<file path="src/udp_tx_consts.svh">
`ifndef UDP_TX_CONSTS_SVH
`define UDP_TX_CONSTS_SVH

// Payload byte count and FIFO size.
`define PAYLOAD_WIDTH 11
`define FIFO_DEPTH    2048

// Field lengths in bytes, one byte per GMII cycle.
`define PREAMBLE_BYTES 7
`define SFD_BYTES      1
`define HEADER_BYTES   42
`define FCS_BYTES      4
`define GAP_BYTES      12

`define PREAMBLE_VAL 8'h55
`define SFD_VAL      8'hD5

// Fixed Ethernet and IPv4 header fields.
`define ETHERTYPE_IPV4 16'h0800
`define IP_VER_IHL     8'h45
`define IP_TOS         8'h00
`define IP_ID          16'h0000
`define IP_FLAGS_FRAG  16'h4000 // Don't fragment.
`define IP_TTL         8'd64
`define IP_PROTO_UDP   8'd17

`endif

</file>
<file path="src/udp_tx_pkg.sv">
`default_nettype none

package udp_tx_pkg;

    // Sequencer states, in the order the fields go out.
    typedef enum logic [2:0] {
        IDLE,
        PREAMBLE,
        SFD,
        HEADER,
        DATA,
        FCS,
        GAP
    } frame_state_t;

    // Last wire field first, so the first wire byte sits in bits [7:0].
    // Multi-byte fields therefore hold their bytes swapped.
    typedef struct packed {
        logic [15:0] udp_checksum;
        logic [15:0] udp_length;
        logic [15:0] dst_port;
        logic [15:0] src_port;
        logic [31:0] dst_ip;
        logic [31:0] src_ip;
        logic [15:0] ip_checksum;
        logic [7:0]  protocol;
        logic [7:0]  ttl;
        logic [15:0] flags_frag;
        logic [15:0] ip_id;
        logic [15:0] total_length;
        logic [7:0]  tos;
        logic [7:0]  ver_ihl;
        logic [15:0] ethertype;
        logic [47:0] src_mac;
        logic [47:0] dst_mac;
    } ethernet_header_t;

endpackage

`default_nettype wire

</file>
<file path="src/byte_stream_if.sv">
`timescale 1ns/1ps
`default_nettype none
`include "udp_tx_consts.svh"

interface byte_stream_if;
    logic [7:0]              tdata;
    logic                    tvalid;
    logic                    tready;
    logic [`PAYLOAD_WIDTH:0] level;  // Bytes held in the FIFO.

    modport source (
        output tdata,
        output tvalid,
        output level,
        input  tready
    );

    modport sink (
        input  tdata,
        input  tvalid,
        input  level,
        output tready
    );
endinterface

`default_nettype wire

</file>
<file path="src/eth_header_gen.sv">
`timescale 1ns/1ps
`default_nettype none
`include "udp_tx_consts.svh"

module eth_header_gen (
    input  logic                         clk_i,
    input  logic [47:0]                  src_mac_i,
    input  logic [31:0]                  src_ip_i,
    input  logic [15:0]                  src_port_i,
    input  logic [47:0]                  dst_mac_i,
    input  logic [31:0]                  dst_ip_i,
    input  logic [15:0]                  dst_port_i,
    input  logic [`PAYLOAD_WIDTH-1:0]    payload_bytes_i,
    output udp_tx_pkg::ethernet_header_t header_o
);
    import udp_tx_pkg::*;

    ethernet_header_t hdr;
    logic [15:0]      ip_total_len;
    logic [15:0]      udp_len;
    logic [19:0]      csum_sum;
    logic [16:0]      csum_fold;
    logic [15:0]      csum;

    assign ip_total_len = 16'd28 + 16'(payload_bytes_i); // IP + UDP headers.
    assign udp_len      = 16'd8 + 16'(payload_bytes_i);

    // Checksum field counts as zero.
    assign csum_sum = 20'({`IP_VER_IHL, `IP_TOS})
                    + 20'(ip_total_len)
                    + 20'(`IP_ID)
                    + 20'(`IP_FLAGS_FRAG)
                    + 20'({`IP_TTL, `IP_PROTO_UDP})
                    + 20'(src_ip_i[31:16])
                    + 20'(src_ip_i[15:0])
                    + 20'(dst_ip_i[31:16])
                    + 20'(dst_ip_i[15:0]);

    // End-around carry, twice covers the worst case.
    assign csum_fold = 17'(csum_sum[15:0]) + 17'(csum_sum[19:16]);
    assign csum      = ~(csum_fold[15:0] + 16'(csum_fold[16]));

    always_comb begin
        hdr.dst_mac      = {<<8{dst_mac_i}};
        hdr.src_mac      = {<<8{src_mac_i}};
        hdr.ethertype    = {<<8{`ETHERTYPE_IPV4}};
        hdr.ver_ihl      = `IP_VER_IHL;
        hdr.tos          = `IP_TOS;
        hdr.total_length = {<<8{ip_total_len}};
        hdr.ip_id        = {<<8{`IP_ID}};
        hdr.flags_frag   = {<<8{`IP_FLAGS_FRAG}};
        hdr.ttl          = `IP_TTL;
        hdr.protocol     = `IP_PROTO_UDP;
        hdr.ip_checksum  = {<<8{csum}};
        hdr.src_ip       = {<<8{src_ip_i}};
        hdr.dst_ip       = {<<8{dst_ip_i}};
        hdr.src_port     = {<<8{src_port_i}};
        hdr.dst_port     = {<<8{dst_port_i}};
        hdr.udp_length   = {<<8{udp_len}};
        hdr.udp_checksum = 16'h0000; // Not computed, allowed for IPv4.
    end

    always_ff @(posedge clk_i) begin
        header_o <= hdr;
    end

endmodule

`default_nettype wire

</file>
<file path="src/crc32_gen.sv">
`timescale 1ns/1ps
`default_nettype none

module crc32_gen (
    input  logic        clk_i,
    input  logic        clear_i,
    input  logic        en_i,
    input  logic [7:0]  data_i,
    output logic [31:0] crc_o
);

    localparam logic [31:0] POLY = 32'hEDB88320; // Reflected.

    logic [31:0] crc_q;
    logic [31:0] crc_next;

    // One byte, least significant bit first.
    always_comb begin
        crc_next = crc_q ^ {24'h000000, data_i};
        for (int i = 0; i < 8; i++) begin
            if (crc_next[0]) begin
                crc_next = (crc_next >> 1) ^ POLY;
            end else begin
                crc_next = crc_next >> 1;
            end
        end
    end

    always_ff @(posedge clk_i) begin
        if (clear_i) begin
            crc_q <= '1;
        end else if (en_i) begin
            crc_q <= crc_next;
        end
    end

    // Includes the byte currently presented.
    assign crc_o = en_i ? ~crc_next : ~crc_q;

endmodule

`default_nettype wire

</file>
<file path="src/packet_gen.sv">
`timescale 1ns/1ps
`default_nettype none
`include "udp_tx_consts.svh"

module packet_gen (
    input  logic                      clk_i,
    input  logic                      rst_i,
    byte_stream_if.sink               s_stream,
    input  logic [`PAYLOAD_WIDTH-1:0] payload_bytes_i,
    input  logic [47:0]               src_mac_i,
    input  logic [31:0]               src_ip_i,
    input  logic [15:0]               src_port_i,
    input  logic [47:0]               dst_mac_i,
    input  logic [31:0]               dst_ip_i,
    input  logic [15:0]               dst_port_i,
    output logic                      tx_en_o,
    output logic [7:0]                tx_d_o
);
    import udp_tx_pkg::*;

    frame_state_t                 state;
    frame_state_t                 next_state;
    logic [`PAYLOAD_WIDTH-1:0]    state_cnt;
    ethernet_header_t             header;
    logic [`HEADER_BYTES*8-1:0]   header_buf;
    logic [`PREAMBLE_BYTES*8-1:0] preamble_buf;
    logic [`SFD_BYTES*8-1:0]      sfd_buf;
    logic [`FCS_BYTES*8-1:0]      fcs_buf;
    logic [31:0]                  crc;
    logic [7:0]                   data_buf;
    logic                         data_valid;
    logic [7:0]                   tx_data;
    logic                         tx_valid;

    eth_header_gen i_eth_header_gen (
        .clk_i          (clk_i),
        .src_mac_i      (src_mac_i),
        .src_ip_i       (src_ip_i),
        .src_port_i     (src_port_i),
        .dst_mac_i      (dst_mac_i),
        .dst_ip_i       (dst_ip_i),
        .dst_port_i     (dst_port_i),
        .payload_bytes_i(payload_bytes_i),
        .header_o       (header)
    );

    crc32_gen i_crc32_gen (
        .clk_i  (clk_i),
        .clear_i(state == IDLE),
        .en_i   ((state == HEADER) || (state == DATA)),
        .data_i (tx_data),
        .crc_o  (crc)
    );

    always_comb begin
        next_state = state;
        case (state)
            IDLE: if ((s_stream.level >= payload_bytes_i) && (payload_bytes_i != '0)) begin
                next_state = PREAMBLE; // Whole payload buffered.
            end
            PREAMBLE: if (state_cnt == `PREAMBLE_BYTES - 1) next_state = SFD;
            SFD: if (state_cnt == `SFD_BYTES - 1) next_state = HEADER;
            HEADER: if (state_cnt == `HEADER_BYTES - 1) next_state = DATA;
            DATA: if (state_cnt == payload_bytes_i - 1'b1) next_state = FCS;
            FCS: if (state_cnt == `FCS_BYTES - 1) next_state = GAP;
            GAP: if (state_cnt == `GAP_BYTES - 1) next_state = IDLE;
            default: next_state = IDLE;
        endcase
    end

    always_ff @(posedge clk_i) begin
        if (rst_i) begin
            state     <= IDLE;
            state_cnt <= '0;
        end else begin
            state     <= next_state;
            state_cnt <= (state != next_state) ? '0 : state_cnt + 1'b1;
        end
    end

    // Pop one byte per DATA cycle, one cycle ahead of the wire.
    assign s_stream.tready = (next_state == DATA);

    always_comb begin
        tx_valid = 1'b0;
        tx_data  = 8'h00;
        case (state)
            PREAMBLE: begin
                tx_valid = 1'b1;
                tx_data  = preamble_buf[7:0];
            end
            SFD: begin
                tx_valid = 1'b1;
                tx_data  = sfd_buf[7:0];
            end
            HEADER: begin
                tx_valid = 1'b1;
                tx_data  = header_buf[7:0];
            end
            DATA: begin
                tx_valid = data_valid;
                tx_data  = data_buf;
            end
            FCS: begin
                tx_valid = 1'b1;
                tx_data  = fcs_buf[7:0];
            end
            default: tx_valid = 1'b0;
        endcase
    end

    always_ff @(posedge clk_i) begin
        if (state == IDLE) begin
            header_buf   <= header;
            preamble_buf <= {`PREAMBLE_BYTES{`PREAMBLE_VAL}};
            sfd_buf      <= {`SFD_BYTES{`SFD_VAL}};
        end
        if (state == PREAMBLE) preamble_buf <= preamble_buf >> 8;
        if (state == SFD) sfd_buf <= sfd_buf >> 8;
        if (state == HEADER) header_buf <= header_buf >> 8;
        if ((next_state == FCS) && (state != FCS)) begin
            fcs_buf <= crc; // Already holds the last payload byte.
        end else if (state == FCS) begin
            fcs_buf <= fcs_buf >> 8;
        end
        if (s_stream.tready) data_buf <= s_stream.tdata;
    end

    always_ff @(posedge clk_i) begin
        if (rst_i) begin
            data_valid <= 1'b0;
            tx_en_o    <= 1'b0;
        end else begin
            if (s_stream.tready) data_valid <= s_stream.tvalid;
            tx_en_o <= tx_valid;
        end
    end

    always_ff @(posedge clk_i) begin
        tx_d_o <= tx_data;
    end

endmodule

`default_nettype wire

</file>
<file path="src/flat_wrapper.sv">
// flat-port wrapper written by rule: the top's interface ports become plain ports
module packet_gen_flat import udp_tx_pkg::*;
  (clk_i, rst_i, payload_bytes_i, src_mac_i, src_ip_i, src_port_i, dst_mac_i, dst_ip_i, dst_port_i, tx_en_o, tx_d_o, s_stream_tdata, s_stream_tvalid, s_stream_level, s_stream_tready);
  byte_stream_if s_stream_i ();
  input  logic clk_i;
  input  logic rst_i;
  input  logic [`PAYLOAD_WIDTH-1:0] payload_bytes_i;
  input  logic [47:0] src_mac_i;
  input  logic [31:0] src_ip_i;
  input  logic [15:0] src_port_i;
  input  logic [47:0] dst_mac_i;
  input  logic [31:0] dst_ip_i;
  input  logic [15:0] dst_port_i;
  output logic tx_en_o;
  output logic [7:0] tx_d_o;
  input wire logic [$bits(s_stream_i.tdata)-1:0] s_stream_tdata;
  input wire logic [$bits(s_stream_i.tvalid)-1:0] s_stream_tvalid;
  input wire logic [$bits(s_stream_i.level)-1:0] s_stream_level;
  output wire logic [$bits(s_stream_i.tready)-1:0] s_stream_tready;
  assign s_stream_i.tdata = s_stream_tdata;
  assign s_stream_i.tvalid = s_stream_tvalid;
  assign s_stream_i.level = s_stream_level;
  assign s_stream_tready = s_stream_i.tready;
  packet_gen u_core (.clk_i(clk_i), .rst_i(rst_i), .s_stream(s_stream_i), .payload_bytes_i(payload_bytes_i), .src_mac_i(src_mac_i), .src_ip_i(src_ip_i), .src_port_i(src_port_i), .dst_mac_i(dst_mac_i), .dst_ip_i(dst_ip_i), .dst_port_i(dst_port_i), .tx_en_o(tx_en_o), .tx_d_o(tx_d_o));
endmodule
</file>
<file path="config.mk">
export PLATFORM = sky130hd
export DESIGN_NAME = packet_gen_flat
export DESIGN_NICKNAME = d
export VERILOG_FILES = /design/src/udp_tx_pkg.sv /design/src/byte_stream_if.sv /design/src/eth_header_gen.sv /design/src/crc32_gen.sv /design/src/packet_gen.sv /design/src/flat_wrapper.sv
export VERILOG_INCLUDE_DIRS = /design/src
export SDC_FILE = /design/constraint.sdc
export NUM_CORES = 1
export LEC_CHECK = 0
export ABC_AREA = 1
export BUFFER_PORTS_ARGS = -buffer_cell sky130_fd_sc_hd__buf_2
export CORE_MARGIN = 1
export CORE_UTILIZATION = 54
export CTS_CLUSTER_SIZE = 20
export DETAILED_ROUTE_END_ITERATION = 12
export MAX_ROUTING_LAYER = met4
export PLACE_DENSITY = 0.76
export SYNTH_ARGS = -nofsm -noshare
export SYNTH_HDL_FRONTEND = slang
export SYNTH_SLANG_ARGS = --single-unit
</file>
<file path="constraint.sdc">
create_clock -name clk_i -period 9.5 [get_ports clk_i]
set_input_delay 0.475 -clock clk_i [delete_from_list [all_inputs] [get_ports clk_i]]
set_output_delay 0.475 -clock clk_i [all_outputs]
set_load 0.05 [all_outputs]
</file>
==> run metrics <==
Power Dens Cells=234.2 nW/um^2; total grt overflow=0; maxcap violations=0; clk_skew=28.08 ps; hold_buf cts=180; Avg Inst Size Synth=9.628 sq um; status=finished clean; unrepaired setup endpoints after global routing=false; height of the die=226.8 um; Slew headroom=30.92%; Max stage delay on crit path=560 ps; H-tree levels=3; Cells after DPL=3670; minimum clock period=8538 ps; Leakage Power=15.54 nW; Starting Density=54.63%; Clk pin slew, worst setup/hold paths=60 ps; Max Freq=0.1171 GHz; Mapped Cells=2835; total net switching power=0.002328 W; design internal power=0.005460 W; share of layout cells above drive strength 1=12.49%; Core ar.=49970 sq um; Switching Fraction=29.90%; Seq/Total Area, Yosys=61.39%; Final Wtd Congestion=0.9322; Final Non-Filler Cells=3986; Arr. time, crit path=9010 ps; CP startpoint kind=primary input; DR iter-0 viols=1417; Seq pwr share=43.0%; vias in the first global route=20551; largest net degree at the start of global routing=228; synth unique cells=47; syn nets=3166; clock buffer depth=3; VDD IR max=0.0001561 V; final WL=69170 um; routed via count=20237; final setup margin=961.7 ps; Hold Vio Cnt, Final=0; drc violations=0; all-layer global routing usage=28.20%; wire per inst=17.35 um; required time worst endpoint=9980 ps; Slowest-stage cell, CP=dlygate4sd3_1; Synthesis Warnings=0; CP Max Fanout=6; Root Driver=clkbuf_16; synthesized cell area=27300 sq um; post-route core utilization=66.54%; CTS Buf Count=69; Slew @ Worst Pin=1036 ps; initial antenna violation count=7; P&R area growth vs syn=21.81%; # IOs=236; setup violators final=0; setup TNS=0 ps; most common library cell in the layout ignoring fill and taps=nand2_1; Port-buffer cells=235; Final Cycle Share=89.88%; Die X=226.8 um; first-pass GRT wire length=107600 um; kind of critical path=in2reg; combinational fraction of design power=21.3%; Seq cells post-synth=654; DP HPWL=42700 um; Critical Path End Type=register; nets@finish=3580; most frequent cells in the layout=nand2_1 (1074), edfxtp_1 (366), inv_1 (346); final number of max-transition violations=0; HP Class=in2reg; CTS tree=yes; clk_lat worst skew=620 ps; Clock power frac=35.7%; 1st-pass router iterations=6; FP Rows=82; Clock Sinks=654; post-CTS setup buffer count=0; Routed Antenna Nets=0; vias per cell=5.077; post-CTS sizing=0; dpl ws=975.0 ps; area of the die=51450 sq um
## sequential cells by signal (all words and copies together) (netlist names)
name                              flops
u_core.state_cnt                     11
u_core.header_buf                   320
u_core.tx_en_o                        1
u_core.i_eth_header_gen.header_o    230
u_core.preamble_buf                   7
u_core.sfd_buf                        1
u_core.state                          3
u_core.i_crc32_gen.crc_q             32
u_core.tx_d_o                         8
u_core.fcs_buf                       32
u_core.data_buf                       8
u_core.data_valid                     1
## synth_stat cells (all sizes together)
cell type / n / area share [%]
nor2: 190 / 2.7
a31oi: 1 / 0.023
fa: 45 / 3.3
xnor2: 17 / 0.64
ha: 60 / 2.8
nand3: 118 / 2.2
nor3: 17 / 0.35
nand3b: 2 / 0.055
or2: 27 / 0.62
a21boi: 2 / 0.055
nand4: 28 / 0.64
inv: 357 / 4.9
xor2: 69 / 2.4
o41ai: 1 / 0.032
a21o: 2 / 0.055
o22ai: 1 / 0.023
mux2i: 1 / 0.037
a211oi: 1 / 0.028
and2: 1 / 0.023
a221oi: 1 / 0.032
nor4: 1 / 0.023
dfxtp: 288 / 21
a21oi: 21 / 0.40
o21ai: 39 / 0.72
o211ai: 7 / 0.19
clkbuf: 71 / 0.98
nand2: 1090 / 15
edfxtp: 366 / 40
buf: 11 / 0.24
## path summary, 6_finish.rpt
path | start | end | slack [ps] | depth (start not counted)
worst max-delay path | payload_bytes_i[2] | u_core.i_eth_header_gen.header_o[198] | 960 | 48
worst min-delay path | dst_ip_i[18] | u_core.i_eth_header_gen.header_o[250] | 30 | 1
worst max register to register | u_core.state[1] | u_core.header_buf[227] | 4830 | 7
worst min register to register | u_core.sfd_buf[0] | u_core.sfd_buf[0] | 470 | 2
## layout make-up
cell class / count / area, sq um
clock inverters: 40 / 478.0
fillers: 3599 / 16720
repair buffers: 425 / 3065
well taps: 672 / 840.8
flip-flops and latches: 654 / 16760
diodes: 8 / 20.02
inverters: 357 / 1345
clock buffers: 88 / 1858
multi-input cells: 1742 / 8886
## power by group through the flow
stage | Sequential (W) | Clock [W] | Combinational [W]
finish | 0.00335 | 0.00278 | 0.00166
global placement | 0.00340 | 0 | 0.00156
floorplan | 0.00343 | 0 | 0.00112
detailed placement | 0.00340 | 0 | 0.00158
global route | 0.00337 | 0.00294 | 0.00188
CTS | 0.00334 | 0.00279 | 0.00165
## logic make-up (layout without fill, tap and decap cells)
group | Yosys count | count (layout) | synth area share (%)
compound gates | 76 | 76 | 1.554
fa+ha+maj | 105 | 105 | 6.051
buf+inv | 439 | 910 | 6.124
xor+xnor | 86 | 86 | 3.021
mux | 1 | 1 | 0.03667
other cells | 0 | 8 | 0
flops | 654 | 654 | 61.39
simple gates | 1474 | 1474 | 21.83
## critical path, delay by kind of cell
kind	cells	cell delay, ps
simple gates	28	3550
fa+ha+maj	8	2940
buf+inv	7	1100
xor+xnor	3	600
compound gates	2	350
## metal layers
layer | wire [um] | vias to the layer above | part of all wire [%] | global-route usage, %
met5 | 0 | - | 0 | -
met4 | 3042 | 0 | 4.4 | 13.73
met3 | 4638 | 214 | 6.7 | 5.676
met2 | 33880 | 787 | 49 | 46.80
met1 | 27610 | 9523 | 40 | 32.67
li1 | - | 9713 | - | -
## metrics by stage
step           total power (W)  hold WS [ps]  area, sq um
5_1_grt               0.008188         5.687        33250
3_5_place_dp          0.004982         460.4        29090
3_3_place_gp          0.004959         458.4        29090
6_report              0.007788         31.10        33250
4_1_cts               0.007792         1.934        33230
2_1_floorplan         0.004549         444.6        27300
Power figures use the tool's default switching activity.
